<file path="src/verilog/board_defines.svh">
`ifndef BOARD_DEFINES_SVH
`define BOARD_DEFINES_SVH

`define CLK_MHZ    50                                      // System clock.
`define TM_BIT_KHZ 500                                     // Serial bit rate.

// Clocks per half bit of the TM1638 serial clock.
`define TM_HALF_BIT_CLKS ((`CLK_MHZ * 1000) / (2 * `TM_BIT_KHZ))

`define W_DIGIT 8                                          // Seven-segment digits.
`define W_KEY   8                                          // Panel keys.
`define W_LED   8                                          // Panel LEDs.

`define TM_DATA_BYTES 16                                   // Display RAM bytes.
`define TM_READ_BYTES 4                                    // Key scan bytes.

`endif

</file>
<file path="src/verilog/board_pkg.sv">
`default_nettype none

`include "board_defines.svh"

package board_pkg;

    typedef logic [7:0]            seg_t;                  // One segment pattern.
    typedef logic [`W_DIGIT - 1:0] digit_t;                // One-hot digit select.
    typedef logic [`W_KEY   - 1:0] key_t;                  // 1 = pressed.
    typedef logic [`W_LED   - 1:0] led_t;
    typedef logic [7:0]            tm_byte_t;              // One serial byte.
    typedef logic [31:0]           count_t;

    localparam tm_byte_t CMD_WRITE_AUTO = 8'h40;           // Write, auto increment.
    localparam tm_byte_t CMD_ADDR0      = 8'hC0;
    localparam tm_byte_t CMD_DISPLAY_ON = 8'h8F;           // Full brightness.
    localparam tm_byte_t CMD_READ_KEYS  = 8'h42;

    // Command groups of one panel frame, in order.
    localparam logic [2:0] PH_WRITE   = 3'd0;
    localparam logic [2:0] PH_ADDR    = 3'd1;
    localparam logic [2:0] PH_DISPLAY = 3'd2;
    localparam logic [2:0] PH_READ    = 3'd3;

    typedef enum logic [2:0]
    {
        IDLE_GAP,
        CMD_SEND,
        DATA_SEND,
        KEY_READ,
        STB_RELEASE
    } tm_state_e;

    typedef struct packed
    {
        logic [2:0] phase;                                 // Command group.
        logic [4:0] index;                                 // 0 is the command byte.
    } tm_step_t;

endpackage

`default_nettype wire

</file>
<file path="src/verilog/tm_bit_timer.sv">
`default_nettype none

`include "board_defines.svh"

module tm_bit_timer
(
    input  logic clk,
    input  logic rst,
    input  logic run,
    output logic half_tick,
    output logic sclk_level
);

    localparam int HALF_CLKS = `TM_HALF_BIT_CLKS;
    localparam int CNT_W     = $clog2(HALF_CLKS + 1);

    logic [CNT_W - 1:0] cnt;

    assign half_tick = run && (cnt == CNT_W'(HALF_CLKS - 1));

    always_ff @(posedge clk)
    begin
        if (rst || !run)
        begin
            cnt        <= '0;
            sclk_level <= 1'b1;                            // Bus clock idles high.
        end
        else if (half_tick)
        begin
            cnt        <= '0;
            sclk_level <= ~sclk_level;
        end
        else
            cnt <= cnt + 1'b1;
    end

endmodule

`default_nettype wire

</file>
<file path="src/verilog/tm_shift_unit.sv">
`default_nettype none

module tm_shift_unit
(
    input  logic                clk,
    input  logic                rst,
    input  logic                byte_start,
    input  logic                read_mode,
    input  board_pkg::tm_byte_t tx_byte,
    input  logic                half_tick,
    input  logic                sclk_level,
    input  logic                sio_data_in,
    output logic                busy,
    output logic                byte_done,
    output board_pkg::tm_byte_t rx_byte,
    output logic                sio_data_out,
    output logic                sio_data_oe
);

    import board_pkg::*;

    tm_byte_t   shreg;
    logic [2:0] bit_cnt;
    logic       rd_mode;
    logic       fall_tick;
    logic       rise_tick;

    assign fall_tick   = half_tick &&  sclk_level;
    assign rise_tick   = half_tick && !sclk_level;
    assign rx_byte     = shreg;
    assign sio_data_oe = busy && !rd_mode;                 // Released during reads.

    always_ff @(posedge clk)
    begin
        if (rst)
        begin
            busy         <= 1'b0;
            byte_done    <= 1'b0;
            bit_cnt      <= '0;
            rd_mode      <= 1'b0;
            sio_data_out <= 1'b1;
        end
        else
        begin
            byte_done <= 1'b0;

            if (byte_start)
            begin
                busy    <= 1'b1;
                bit_cnt <= '0;
                rd_mode <= read_mode;
            end
            else if (busy)
            begin
                if (fall_tick && !rd_mode)
                    sio_data_out <= shreg [0];              // Next bit while clock is low.

                if (rise_tick)
                begin
                    bit_cnt <= bit_cnt + 1'b1;

                    if (bit_cnt == 3'd7)
                    begin
                        busy      <= 1'b0;
                        byte_done <= 1'b1;
                    end
                end
            end
        end
    end

    // One shift serves both directions, LSB first.
    always_ff @(posedge clk)
    begin
        if (byte_start)
            shreg <= tx_byte;
        else if (busy && rise_tick)
            shreg <= { sio_data_in, shreg [7:1] };
    end

endmodule

`default_nettype wire

</file>
<file path="src/verilog/tm_frame_builder.sv">
`default_nettype none

`include "board_defines.svh"

module tm_frame_builder
(
    input  logic                clk,
    input  logic                rst,
    input  board_pkg::tm_step_t step,
    input  board_pkg::seg_t     hgfedcba,
    input  board_pkg::digit_t   digit,
    input  board_pkg::led_t     ledr,
    output board_pkg::tm_byte_t tx_byte
);

    import board_pkg::*;

    seg_t       seg_q [`W_DIGIT];
    led_t       led_q;
    logic [3:0] addr;

    assign addr = 4'(step.index - 5'd1);                   // Display RAM address.

    // Catch each digit while the scan selects it.
    always_ff @(posedge clk)
    begin
        for (int k = 0; k < `W_DIGIT; k++)
        begin
            if (digit [k])
                seg_q [k] <= hgfedcba;
        end
    end

    always_ff @(posedge clk)
    begin
        if (rst)
            led_q <= '0;
        else
            led_q <= ledr;
    end

    always_comb
    begin
        case (step.phase)
            PH_WRITE   : tx_byte = CMD_WRITE_AUTO;
            PH_DISPLAY : tx_byte = CMD_DISPLAY_ON;
            PH_READ    : tx_byte = CMD_READ_KEYS;
            default    :
                if (step.index == 5'd0)
                    tx_byte = CMD_ADDR0;
                else if (!addr [0])
                    tx_byte = seg_q [addr [3:1]];           // Even address, segments.
                else
                    tx_byte = { 7'b0, led_q [addr [3:1]] }; // Odd address, one LED.
        endcase
    end

endmodule

`default_nettype wire

</file>
<file path="src/verilog/tm1638_board_controller.sv">
`default_nettype none

`include "board_defines.svh"

module tm1638_board_controller
(
    input  logic              clk,
    input  logic              rst,
    input  board_pkg::seg_t   hgfedcba,
    input  board_pkg::digit_t digit,
    input  board_pkg::led_t   ledr,
    input  logic              sio_data_in,
    output board_pkg::key_t   keys,
    output logic              sio_clk,
    output logic              sio_stb,
    output logic              sio_data_out,
    output logic              sio_data_oe
);

    import board_pkg::*;

    localparam int GAP_CLKS = 2 * `TM_HALF_BIT_CLKS;       // One bit period.
    localparam int GAP_W    = $clog2(GAP_CLKS + 1);

    tm_state_e          state;
    tm_step_t           step;
    logic [GAP_W - 1:0] gap_cnt;
    logic               byte_start;
    logic               byte_done;
    logic               busy;
    logic               half_tick;
    logic               read_mode;
    tm_byte_t           tx_byte;
    tm_byte_t           rx_byte;
    key_t               key_buf;
    key_t               key_next;
    logic [1:0]         rd_idx;

    ////////////////////////////////////////////////////////////////////////////
    // Serial datapath.

    tm_bit_timer i_timer
    (
        .clk        ( clk        ),
        .rst        ( rst        ),
        .run        ( busy       ),
        .half_tick  ( half_tick  ),
        .sclk_level ( sio_clk    )
    );

    tm_shift_unit i_shift
    (
        .clk          ( clk          ),
        .rst          ( rst          ),
        .byte_start   ( byte_start   ),
        .read_mode    ( read_mode    ),
        .tx_byte      ( tx_byte      ),
        .half_tick    ( half_tick    ),
        .sclk_level   ( sio_clk      ),
        .sio_data_in  ( sio_data_in  ),
        .busy         ( busy         ),
        .byte_done    ( byte_done    ),
        .rx_byte      ( rx_byte      ),
        .sio_data_out ( sio_data_out ),
        .sio_data_oe  ( sio_data_oe  )
    );

    tm_frame_builder i_frame
    (
        .clk      ( clk      ),
        .rst      ( rst      ),
        .step     ( step     ),
        .hgfedcba ( hgfedcba ),
        .digit    ( digit    ),
        .ledr     ( ledr     ),
        .tx_byte  ( tx_byte  )
    );

    assign read_mode = (state == KEY_READ);

    ////////////////////////////////////////////////////////////////////////////
    // Key assembly. Bit 0 and bit 4 of each read byte hold two keys.

    assign rd_idx = step.index [1:0] - 2'd1;

    always_comb
    begin
        key_next                  = key_buf;
        key_next [2 * rd_idx]     = rx_byte [0];
        key_next [2 * rd_idx + 1] = rx_byte [4];
    end

    always_ff @(posedge clk)
    begin
        if (state == KEY_READ && byte_done)
            key_buf <= key_next;
    end

    ////////////////////////////////////////////////////////////////////////////
    // Frame sequencer.

    always_ff @(posedge clk)
    begin
        if (rst)
        begin
            state      <= IDLE_GAP;
            step       <= '0;
            gap_cnt    <= '0;
            byte_start <= 1'b0;
            sio_stb    <= 1'b1;
            keys       <= '0;
        end
        else
        begin
            byte_start <= 1'b0;

            case (state)
                IDLE_GAP:
                    if (gap_cnt == GAP_W'(GAP_CLKS - 1))
                    begin
                        gap_cnt    <= '0;
                        sio_stb    <= 1'b0;                 // Open the group.
                        byte_start <= 1'b1;
                        state      <= CMD_SEND;
                    end
                    else
                        gap_cnt <= gap_cnt + 1'b1;

                CMD_SEND:
                    if (byte_done)
                    begin
                        if (step.phase == PH_ADDR || step.phase == PH_READ)
                        begin
                            step.index <= 5'd1;
                            byte_start <= 1'b1;
                            state      <= (step.phase == PH_READ) ? KEY_READ : DATA_SEND;
                        end
                        else
                            state <= STB_RELEASE;
                    end

                DATA_SEND:
                    if (byte_done)
                    begin
                        if (step.index == 5'(`TM_DATA_BYTES))
                            state <= STB_RELEASE;
                        else
                        begin
                            step.index <= step.index + 1'b1;
                            byte_start <= 1'b1;
                        end
                    end

                KEY_READ:
                    if (byte_done)
                    begin
                        if (step.index == 5'(`TM_READ_BYTES))
                        begin
                            keys  <= key_next;               // Whole scan at once.
                            state <= STB_RELEASE;
                        end
                        else
                        begin
                            step.index <= step.index + 1'b1;
                            byte_start <= 1'b1;
                        end
                    end

                default:                                    // STB_RELEASE.
                begin
                    sio_stb    <= 1'b1;
                    step.index <= '0;
                    step.phase <= (step.phase == PH_READ) ? PH_WRITE : step.phase + 1'b1;
                    state      <= IDLE_GAP;
                end
            endcase
        end
    end

endmodule

`default_nettype wire

</file>
<file path="src/verilog/lab_top.sv">
`default_nettype none

`include "board_defines.svh"

module lab_top
(
    input  logic              clk,
    input  logic              rst,
    input  board_pkg::key_t   key,
    output board_pkg::led_t   led,
    output board_pkg::seg_t   abcdefgh,
    output board_pkg::digit_t digit
);

    import board_pkg::*;

    key_t       key_prev;
    logic [3:0] rise_cnt;
    count_t     count;
    seg_t       seg_all [`W_DIGIT];

    function automatic seg_t hex_to_seg(input logic [3:0] nib);
        case (nib)                                          // abcdefgh, dot off.
            4'h0: return 8'b1111_1100;
            4'h1: return 8'b0110_0000;
            4'h2: return 8'b1101_1010;
            4'h3: return 8'b1111_0010;
            4'h4: return 8'b0110_0110;
            4'h5: return 8'b1011_0110;
            4'h6: return 8'b1011_1110;
            4'h7: return 8'b1110_0000;
            4'h8: return 8'b1111_1110;
            4'h9: return 8'b1111_0110;
            4'ha: return 8'b1110_1110;
            4'hb: return 8'b0011_1110;
            4'hc: return 8'b1001_1100;
            4'hd: return 8'b0111_1010;
            4'he: return 8'b1001_1110;
            default: return 8'b1000_1110;
        endcase
    endfunction

    assign led = key;

    // Number of keys pressed since the last clock.
    always_comb
    begin
        rise_cnt = '0;
        for (int i = 0; i < `W_KEY; i++)
            rise_cnt = rise_cnt + 4'(key [i] & ~key_prev [i]);
    end

    always_ff @(posedge clk)
    begin
        if (rst)
        begin
            key_prev <= '0;
            count    <= '0;
            digit    <= digit_t'(1);
        end
        else
        begin
            key_prev <= key;
            count    <= count + count_t'(rise_cnt);
            digit    <= { digit [`W_DIGIT - 2:0], digit [`W_DIGIT - 1] };
        end
    end

    always_ff @(posedge clk)
    begin
        for (int k = 0; k < `W_DIGIT; k++)
            seg_all [k] <= hex_to_seg(count [4 * k +: 4]);
    end

    always_comb
    begin
        abcdefgh = '0;
        for (int k = 0; k < `W_DIGIT; k++)
            abcdefgh = abcdefgh | (seg_all [k] & {8 {digit [k]}});
    end

endmodule

`default_nettype wire

</file>
<file path="src/verilog/board_specific_top.sv">
`default_nettype none

module board_specific_top
(
    input  logic clk,
    input  logic rst,
    input  logic sio_data_in,
    output logic sio_clk,
    output logic sio_stb,
    output logic sio_data_out,
    output logic sio_data_oe
);

    import board_pkg::*;

    key_t   tm_key;
    led_t   tm_led;
    digit_t tm_digit;
    seg_t   abcdefgh;
    seg_t   hgfedcba;

    lab_top i_top
    (
        .clk      ( clk      ),
        .rst      ( rst      ),
        .key      ( tm_key   ),
        .led      ( tm_led   ),
        .abcdefgh ( abcdefgh ),
        .digit    ( tm_digit )
    );

    // The panel wants segment a in bit 0.
    for (genvar i = 0; i < $bits(seg_t); i++)
    begin : g_rev
        assign hgfedcba [i] = abcdefgh [$bits(seg_t) - 1 - i];
    end

    tm1638_board_controller i_tm1638
    (
        .clk          ( clk          ),
        .rst          ( rst          ),
        .hgfedcba     ( hgfedcba     ),
        .digit        ( tm_digit     ),
        .ledr         ( tm_led       ),
        .sio_data_in  ( sio_data_in  ),
        .keys         ( tm_key       ),
        .sio_clk      ( sio_clk      ),
        .sio_stb      ( sio_stb      ),
        .sio_data_out ( sio_data_out ),
        .sio_data_oe  ( sio_data_oe  )
    );

endmodule

`default_nettype wire

</file>
<file path="config.mk">
export PLATFORM = sky130hd
export DESIGN_NAME = board_specific_top
export DESIGN_NICKNAME = d
export VERILOG_FILES = /design/src/verilog/board_pkg.sv /design/src/verilog/tm_bit_timer.sv /design/src/verilog/tm_shift_unit.sv /design/src/verilog/tm_frame_builder.sv /design/src/verilog/tm1638_board_controller.sv /design/src/verilog/lab_top.sv /design/src/verilog/board_specific_top.sv
export VERILOG_INCLUDE_DIRS = /design/src /design/src/verilog
export SDC_FILE = /design/constraint.sdc
export NUM_CORES = 1
export LEC_CHECK = 0
export BUFFER_PORTS_ARGS = -buffer_cell sky130_fd_sc_hd__buf_2
export CAP_MARGIN = 5
export CORE_UTILIZATION = 32
export DETAILED_ROUTE_END_ITERATION = 8
export SLEW_MARGIN = 20
export SYNTH_ARGS = -nofsm -noshare
export SYNTH_HDL_FRONTEND = slang
export SYNTH_SLANG_ARGS = --single-unit
</file>
<file path="constraint.sdc">
create_clock -name clk -period 6.2 [get_ports clk]
set_clock_uncertainty 0.05 [all_clocks]
set_input_delay 0.62 -clock clk [delete_from_list [all_inputs] [get_ports clk]]
set_output_delay 0.62 -clock clk [all_outputs]
set_load 0.1 [all_outputs]
</file>
# After elaboration in Yosys (flattened, before gate mapping)
# Memory sizes are Yosys's and may differ from the RTL's. A register that Yosys moved wholly into a read port is not among the register bits.
# Cells that the tools add are included.
[classes] n_eq_ne=20 order_cmp=5 reduce_logical=29 addsub=16 n_bitwise=37 muxes=70
[op_table] op="$and A8 B8 Y8" count=8
[op_table] op="$or A8 B8 Y8" count=7
[op_table] op="$mux W1" count=33
[op_table] op="$add A32 B4 Y32" count=1
[op_table] op="$and A1 B4 Y4" count=8
[op_table] op="$ge A32 B1 Y1 const B" count=1
[op_table] op="$lt A32 B4 Y1 const B" count=1
[op_table] op="$mux W4" count=8
[op_table] op="$mux W8" count=4
[op_table] op="$not A1 Y4" count=8
[op_table] op="$mux W5" count=6
[op_table] op="$add A4 B4 Y4" count=7
[op_table] op="$mux W3" count=8
[op_table] op="$pmux W8 S3" count=1
[op_table] op="$pmux W5 S4" count=1
[op_table] op="$bwmux W8" count=2
[op_table] op="$eq A3 B2 Y1 const B" count=4
[op_table] op="$pmux W3 S4" count=1
[op_table] op="$ne A2 B1 Y1 const B" count=5
[op_table] op="$logic_and A1 B1 Y1" count=9
[op_table] op="$lt A3 B4 Y1 const B" count=2
[op_table] op="$ne A2 B2 Y1 const B" count=4
[op_table] op="$reduce_or A4 Y1" count=2
[op_table] op="$add A7 B1 Y7 const B" count=1
[op_table] op="31 further kinds" count=45
[totals] inputBits=3 romBits=896 n_memories=10 output_inout_bits=4 mem_bits_rw=128 register_bits=106
[memory_table] name="(name not given)" words=16 word_bits=7 read_ports=1 rd_ports_with_merged_regs=1 write_ports=0 line_no="lab_top.sv:23" text="case (nib)"
[memory_table] name="(name not given)" words=16 word_bits=7 read_ports=1 rd_ports_with_merged_regs=1 write_ports=0 line_no="lab_top.sv:23"
[memory_table] name="(name not given)" words=16 word_bits=7 read_ports=1 rd_ports_with_merged_regs=1 write_ports=0 line_no="lab_top.sv:23"
[memory_table] name="(name not given)" words=16 word_bits=7 read_ports=1 rd_ports_with_merged_regs=1 write_ports=0 line_no="lab_top.sv:23"
[memory_table] name="(name not given)" words=16 word_bits=7 read_ports=1 rd_ports_with_merged_regs=1 write_ports=0 line_no="lab_top.sv:23"
[memory_table] name="(name not given)" words=16 word_bits=7 read_ports=1 rd_ports_with_merged_regs=1 write_ports=0 line_no="lab_top.sv:23"
[memory_table] name="+4 memories"

# Depth between registers and ports, before layout
# Gate-level depths: netlist of run 1.
[depth] depth_word=11 ltp_mapped=22 depth_no_buf=22

# By module
# From an unflattened synthesis of run 1, not the netlist that was laid out.
[hier_totals] cells_unflattened=1116 hier_area_um2=12809.8
[modules_own_cells] module="lab_top" instances=1 area_per_inst_um2=7141.8 cells_each=711
[modules_own_cells] module="tm_frame_builder" instances=1 area_per_inst_um2=2870.3 cells_each=146
[modules_own_cells] module="tm1638_board_controller" instances=1 area_per_inst_um2=1820.5 cells_each=179
[modules_own_cells] module="tm_shift_unit" instances=1 area_per_inst_um2=671.9 cells_each=47
[modules_own_cells] module="tm_bit_timer" instances=1 area_per_inst_um2=305.3 cells_each=33

# Worst setup path after synthesis of run 1
# Ideal clock, no wire load.
[synth_timing] kind="register to register" startpoint="reg i_tm1638.keys[0]" endpoint="reg (tool-made name)" required_time_ns=6.092 path_slack_ns=0.948 synth_period_minus_slack_ns=5.252 stages_incl_launch_ff=19 t_arrival_ns=5.145 setup_time_ns=0.058 path_cell_list="dfxtp_1 > nor2b_1 > fa_1 > inv_1 > fa_1 > fa_1 > inv_1 > ha_1 > fa_1 > inv_1 > fa_1 > and2b_1 > o21ai_1 > or3_1 > a21oi_1 > inv_1 > ha_1 > mux4_2 > inv_1"
[synth_lines] element="from (decl)" line_no="tm1638_board_controller.sv:13" text="output board_pkg::key_t keys,"
[synth_lines] element="from (signal assigned)" line_no="tm1638_board_controller.sv:159" text="keys <= key_next;"

==> flow_metrics.py, run 1 <==
metrics = {
    "detailed_routing": {
        "viasPerCell": 4.81,
        "antenna_left": 0,
        "drtIter0Drc": 362,
        "vias": 7422,
        "drt-total-wl_um": 23600,
        "dr.pass1.iters": 5,
        "drc": 0,
        "wl_per_cell_um": 15.3,
    },
    "cells_and_area": {
        "final_util_pct": 36.4,
        "n_antenna_cell": 0,
        "n_fill_cell": 3625,
        "seqCellArea_mm2": 0.00621,
        "fin_area_mm2": 0.0133,
        "final_cells": 1543,
        "multi_input_area_mm2": 0.00530,
        "nets": 1137,
        "area_growth_pct": 11.7,
        "drive_gt1_share_pct": 12.7,
    },
    "global_route": {
        "grt_pass1_wl_um": 39000,
        "grt_pass1_vias": 7472,
        "antenna_found_initial": 0,
        "grt_overflow_total": 0,
        "grt_max_degree": 65,
        "track_usage_pct": 12.6,
    },
    "logic_synthesis": {
        "syn_area_mm2": 0.0119,
        "syn_avg_cell_area_um2": 11.3,
        "synth_edf_count": 72,
        "synth_warnings": 0,
        "async_reset_ff_share_pct": 0,
        "synth-seq-cells": 274,
        "syn-instance-count": 1057,
        "seq_area_frac_synth_pct": 52.0,
        "synthFlopType": "dfxtp_1",
        "synth_cell_types": 89,
        "synth_nets": 1141,
    },
    "power_and_ir_drop": {
        "powerDensity_mw_per_mm2": 270,
        "p_leak_nw": 4.91,
        "irDropWorstVdd_uv": 166,
        "total_power_mw": 3.59,
    },
    "floorplanning": {
        "die_h_um": 195,
        "initial_core_util_pct": 32.6,
        "io_pins": 7,
        "fp.coreArea_mm2": 0.0366,
        "rows": 70,
        "chipWidth_um": 195,
        "dieArea_mm2": 0.0381,
    },
    "run": {
        "cap_violations": 0,
    },
    "clock_network": {
        "post_cts_buffers": 0,
        "clk_latency_ns": 0.54,
        "clock-sinks": 274,
        "post_cts_resize_count": 0,
        "cts_tree": "done",
        "clockBufferDepth": 3,
        "root_buffer": "clkbuf_16",
        "ctsHoldBuffers": 0,
        "htree_levels": 1,
        "cts_made_buffers": 28,
        "clk_pin_slew_ns": 0.06,
    },
    "placed_design": {
        "gp_congestion": 0.804,
        "detailed_place_hpwl_um": 16500,
        "post-place-cells": 1491,
        "placed_area_mm2": 0.0124,
        "port_buffers": 6,
    },
    "timing": {
        "tightest_slew_ns": 0.774,
        "setup_violations": 0,
        "setup-tns-final_ns": 0,
        "maxSlewHeadroom_pct": 48.1,
        "post-route-period-util_pct": 92.1,
        "period_needed_ns": 5.71,
        "maxSlewViolCount": 0,
        "max_freq_mhz": 175,
        "rsz0062_at_grt": "no",
        "final_hold_viol_count": 0,
    },
    "critical_path": {
        "crit_slowest_cell": "fa_1",
        "path_class": "reg2reg",
        "crit_fanout": 7,
        "end_kind": "flip-flop",
        "arrival_ns": 6.12,
        "crit_required_ns": 6.61,
        "slowest_delay_ns": 0.56,
        "cpMostUsedCell": "fa_1",
        "crit_chain": "nor2b_1 > fa_1 > inv_1 > fa_1 > fa_1 > inv_1 > ha_1 > fa_1 > inv_1 > fa_1 > and2b_1 > o21ai_1 > nor4_1 > xnor2_1 > nor2_1 > inv_1 > ha_1 > mux2_2 > a2bb2oi_1",
        "cp-start-kind": "flip-flop",
    },
    "status": {
        "status": "finished, final reports clean",
    },
    "min_path": {
        "hold_class": "reg2reg",
    },
}
cells in the final DEF, fill, tap and decap left out, types with 31 or more instances in the layout:
cell type and n:
nor2_1 92, inv_1 50, edfxtp_1 72, nor3_1 34, a22oi_1 41, nand2_1 45, clkbuf_16 31, nor2b_1 38
ha_1 76, a21oi_1 44, dfxtp_1 202
final cells by class:
cell class	count	area share, %
well taps	468	4.39
flip-flops and latches	274	46.6
multi-input cells	685	39.8
clock inverters	12	0.789
clock buffers	40	6.40
repair buffers	13	0.638
inverters	51	1.44
cells in the mapped netlist (all sizes together), types with 3 or more instances:
library cell | count | area [um^2]
nor3 | 36 | 196
xnor2 | 15 | 154
o21bai | 4 | 30.0
buf | 31 | 174
mux2 | 30 | 345
fa | 5 | 100
nor4b | 3 | 32.5
xor2 | 19 | 166
nand3b | 5 | 37.5
o22a | 7 | 61.3
nand2 | 46 | 175
and4 | 6 | 56.3
or2 | 8 | 50.1
and3 | 7 | 45.1
or3 | 9 | 56.3
nor4 | 4 | 31.3
ha | 76 | 951
inv | 50 | 188
clkbuf | 16 | 60.1
nand4 | 16 | 121
a21oi | 46 | 238
a22oi | 41 | 308
mux4 | 19 | 428
mux2i | 24 | 244
nor2 | 94 | 358
and2 | 4 | 25.0
edfxtp | 72 | 2160
o31ai | 3 | 22.5
a2bb2oi | 5 | 50.0
o21ai | 28 | 140
dfxtp | 202 | 4040
o21a | 4 | 30.0
nand2b | 15 | 93.8
nor2b | 38 | 238
nor4bb | 3 | 30.0
nor3b | 4 | 30.0
o22ai | 4 | 25.0
nand3 | 24 | 138
report_power, final:
group	internal, mW	switching (mW)	leakage, nW
logic	0.0111	0.0258	2.16
clock network	1.00	0.693	0.471
registers	1.85	0.0117	2.28
total	2.86	0.731	4.91
stage by stage:
| step | setup slack, ns | hold WS (ns) |
|---|---|---|
| after floorplan | 0.948 | 0.260 |
| after global placement | 0.587 | 0.260 |
| after detailed placement | 0.512 | 0.262 |
| after CTS | 0.463 | 0.276 |
| after global routing | 0.0421 | 0.279 |
| final | 0.489 | 0.274 |
metal layers:
metal	wire, um	GRT usage, %
met1	11300	16.4
met2	11100	21.7
met3	602	1.80
met4	551	3.56
met5	0	0
kinds of logic after synthesis:
kind of cell             after synthesis  share of synthesized area [%]
buffers and inverters                 98                           3.57
XOR/XNOR                              34                           2.68
adder cells (fa/ha/maj)               81                           8.81
multiplexers                          73                           8.53
AO/OA/AOI/OAI                        165                           9.28
AND/OR/NAND/NOR                      332                           15.1
flip-flops                           274                           52.0
worst max-delay path: cells and delay by family (launching register included):
family | cells | cell delay, ns
muxes | 1 | 0.25
and+or+nand+nor | 4 | 1.15
AOI/OAI and AO/OA | 2 | 0.41
DFF | 1 | 0.32
adders and majority gates | 7 | 2.98
buffers and inverters | 4 | 0.34
xor gates and xnor gates | 1 | 0.15
worst paths after layout:
kind,cells past startpoint,slack [ns],to,start
setup / recovery,19,0.49,flip-flop,i_tm1638.keys[0]
hold reg to reg,0,0.27,i_top.seg_all[1][1],flip-flop
hold / removal,0,0.27,i_top.seg_all[1][1],flip-flop
setup reg to reg,19,0.49,flip-flop,i_tm1638.keys[0]
No activity file was read; power rests on OpenSTA's default activity.
==> inputs of run 2 (changes only) <==
--- a/config.mk
+++ b/config.mk
@@ -7,7 +7,6 @@
 export NUM_CORES = 1
 export LEC_CHECK = 0
 export BUFFER_PORTS_ARGS = -buffer_cell sky130_fd_sc_hd__buf_2
-export CAP_MARGIN = 5
 export CORE_UTILIZATION = 32
 export DETAILED_ROUTE_END_ITERATION = 8
 export SLEW_MARGIN = 20
==> constraint.sdc (replaced) <==
create_clock -name clk -period 4.8 [get_ports clk]
set_clock_uncertainty 0.05 [all_clocks]
set_input_delay 0.48 -clock clk [delete_from_list [all_inputs] [get_ports clk]]
set_output_delay 0.48 -clock clk [all_outputs]
set_load 0.1 [all_outputs]
==> flow_metrics.py, run 2 (same netlist as run 1, synthesis figures left out) <==
metrics = {
    "status": {
        "status": "finished, violations left",
        "violations": "setup timing",
    },
    "power_and_ir_drop": {
        "total_power_mw": 4.91,
        "p_leak_nw": 5.70,
        "powerDensity_mw_per_mm2": 320,
        "irDropWorstVdd_uv": 223,
    },
    "clock_network": {
        "cts_made_buffers": 29,
        "htree_levels": 1,
        "clock-sinks": 274,
        "ctsHoldBuffers": 0,
        "clk_pin_slew_ns": 0.06,
        "root_buffer": "clkbuf_16",
        "clockBufferDepth": 3,
        "clk_latency_ns": 0.55,
        "cts_tree": "done",
    },
    "run": {
        "cap_violations": 0,
    },
    "critical_path": {
        "cp_num_cells": 18,
        "crit_fanout": 6,
        "crit_slowest_cell": "fa_2",
        "path_buf_inv": 5,
        "crit_family": "adder cells",
        "crit_chain": "nor2b_4 > fa_1 > inv_1 > fa_1 > fa_1 > inv_1 > ha_2 > fa_2 > inv_2 > fa_2 > and2b_2 > o21ai_4 > or3_4 > a21oi_4 > inv_4 > ha_4 > mux4_2 > inv_1",
        "cp-start-kind": "flip-flop",
        "arrival_ns": 5.49,
        "path_class": "reg2reg",
        "reg2reg_depth": 18,
        "r2r-start": "i_tm1638.keys[0]",
        "ff2ff_setup_slack_ns": -0.25,
        "slowest_delay_ns": 0.56,
        "crit_required_ns": 5.25,
        "end_kind": "flip-flop",
    },
    "cells_and_area": {
        "fin_area_mm2": 0.0154,
        "layout_commonest_cell": "dfxtp_1",
        "final_cells": 1674,
        "final_util_pct": 42.0,
        "drive_gt1_share_pct": 32.9,
        "final_cell_mix": "200 x dfxtp_1, 113 x buf_4, 76 x nor2_1, 72 x edfxtp_1, 46 x ha_1",
        "area_growth_pct": 28.7,
        "n_antenna_cell": 0,
        "nets": 1267,
    },
    "global_route": {
        "grt_pass1_wl_um": 42200,
        "grt_max_degree": 70,
        "grt_overflow_total": 0,
        "antenna_found_initial": 0,
        "track_usage_pct": 13.6,
        "grt_pass1_vias": 8127,
    },
    "detailed_routing": {
        "viasPerCell": 4.81,
        "drt-total-wl_um": 26700,
        "drtIter0Drc": 313,
        "wl_per_cell_um": 15.9,
        "vias": 8056,
        "dr.pass1.iters": 4,
        "drc": 0,
        "antenna_left": 0,
    },
    "timing": {
        "post-route-period-util_pct": 105,
        "max_freq_mhz": 198,
        "maxSlewHeadroom_pct": 38.4,
        "rsz0062_at_grt": "yes",
        "setup_violations": 48,
        "timing.hold.ws_ns": 0.259,
        "setup-tns-final_ns": -6.45,
        "layout_setup_ws_ns": -0.247,
        "final_hold_viol_count": 0,
        "tightest_slew_ns": 0.923,
        "maxSlewViolCount": 0,
        "period_needed_ns": 5.05,
    },
    "min_path": {
        "whs_endpoint": "i_tm1638.i_shift.rx_byte[7]",
        "min_from": "sio_data_in",
        "hold_class": "in2reg",
        "whs_path_depth": 3,
    },
    "floorplanning": {
        "chipWidth_um": 195,
        "die_h_um": 195,
        "fp.coreArea_mm2": 0.0366,
        "io_pins": 7,
        "initial_core_util_pct": 32.6,
        "dieArea_mm2": 0.0381,
        "rows": 70,
    },
    "placed_design": {
        "port_buffers": 6,
        "post-place-cells": 1584,
        "gp_congestion": 0.769,
        "detailed_place_hpwl_um": 17300,
        "place_ws_ns": -0.312,
        "placed_area_mm2": 0.0132,
    },
}
[run 2: report_power, final]
part | switching [mW] | total (mW) | internal [mW] | leakage (nW)
combinational | 0.0358 | 0.0504 | 0.0146 | 2.90
sequential | 0.0149 | 2.40 | 2.39 | 2.28
clock | 0.965 | 2.46 | 1.50 | 0.514
[run 2: metal layers]
metal / global-route usage [%] / wire [um] / up-vias / share of wire [%]
li1: - / - / 4001 / -
met1: 17.1 / 12000 / 3935 / 45
met2: 24.3 / 13400 / 86 / 50
met3: 1.93 / 677 / 34 / 2.5
met4: 3.76 / 555 / 0 / 2.1
met5: 0 / 0 / - / 0
[run 2: worst max-delay path by stage]
| stage | from | slack (ns) | to |
|---|---|---|---|
| 4_1_cts | i_tm1638.keys[0] | -0.26 | flip-flop |
| 3_3_place_gp | i_tm1638.keys[0] | -0.29 | flip-flop |
| 5_1_grt | i_tm1638.keys[0] | -0.43 | flip-flop |
| 6_report | i_tm1638.keys[0] | -0.25 | flip-flop |
| 2_1_floorplan | i_tm1638.keys[0] | -0.10 | flip-flop |
| 3_5_place_dp | i_tm1638.keys[1] | -0.31 | flip-flop |
[run 2: what timing repair did]
| action | 4_1_cts | 5_1_grt |
|---|---|---|
| buffers inserted | 21 | 13 |
| resized for setup | 92 | 87 |
| gates cloned | 3 | 0 |
| hold endpoints to repair | 0 | 0 |
| endpoints found under the setup margin | 49 | 54 |
| pin swaps | 31 | 24 |
[run 2: worst register-to-register path, delay by kind of cell, from the launching register on]
family | cells | cell delay [ns]
compound gates | 2 | 0.40
fa+ha+maj | 7 | 2.71
buf+inv | 5 | 0.30
flops | 1 | 0.32
mux | 1 | 0.44
simple gates | 3 | 0.77
[run 2: area by class of cell]
class | instances | area (um^2)
clock inverters | 21 | 307
inverters | 51 | 194
flip-flops and latches | 274 | 6210
fillers | 3383 | 21300
clock buffers | 33 | 771
multi-input cells | 685 | 6130
repair buffers | 142 | 1170
well taps | 468 | 586
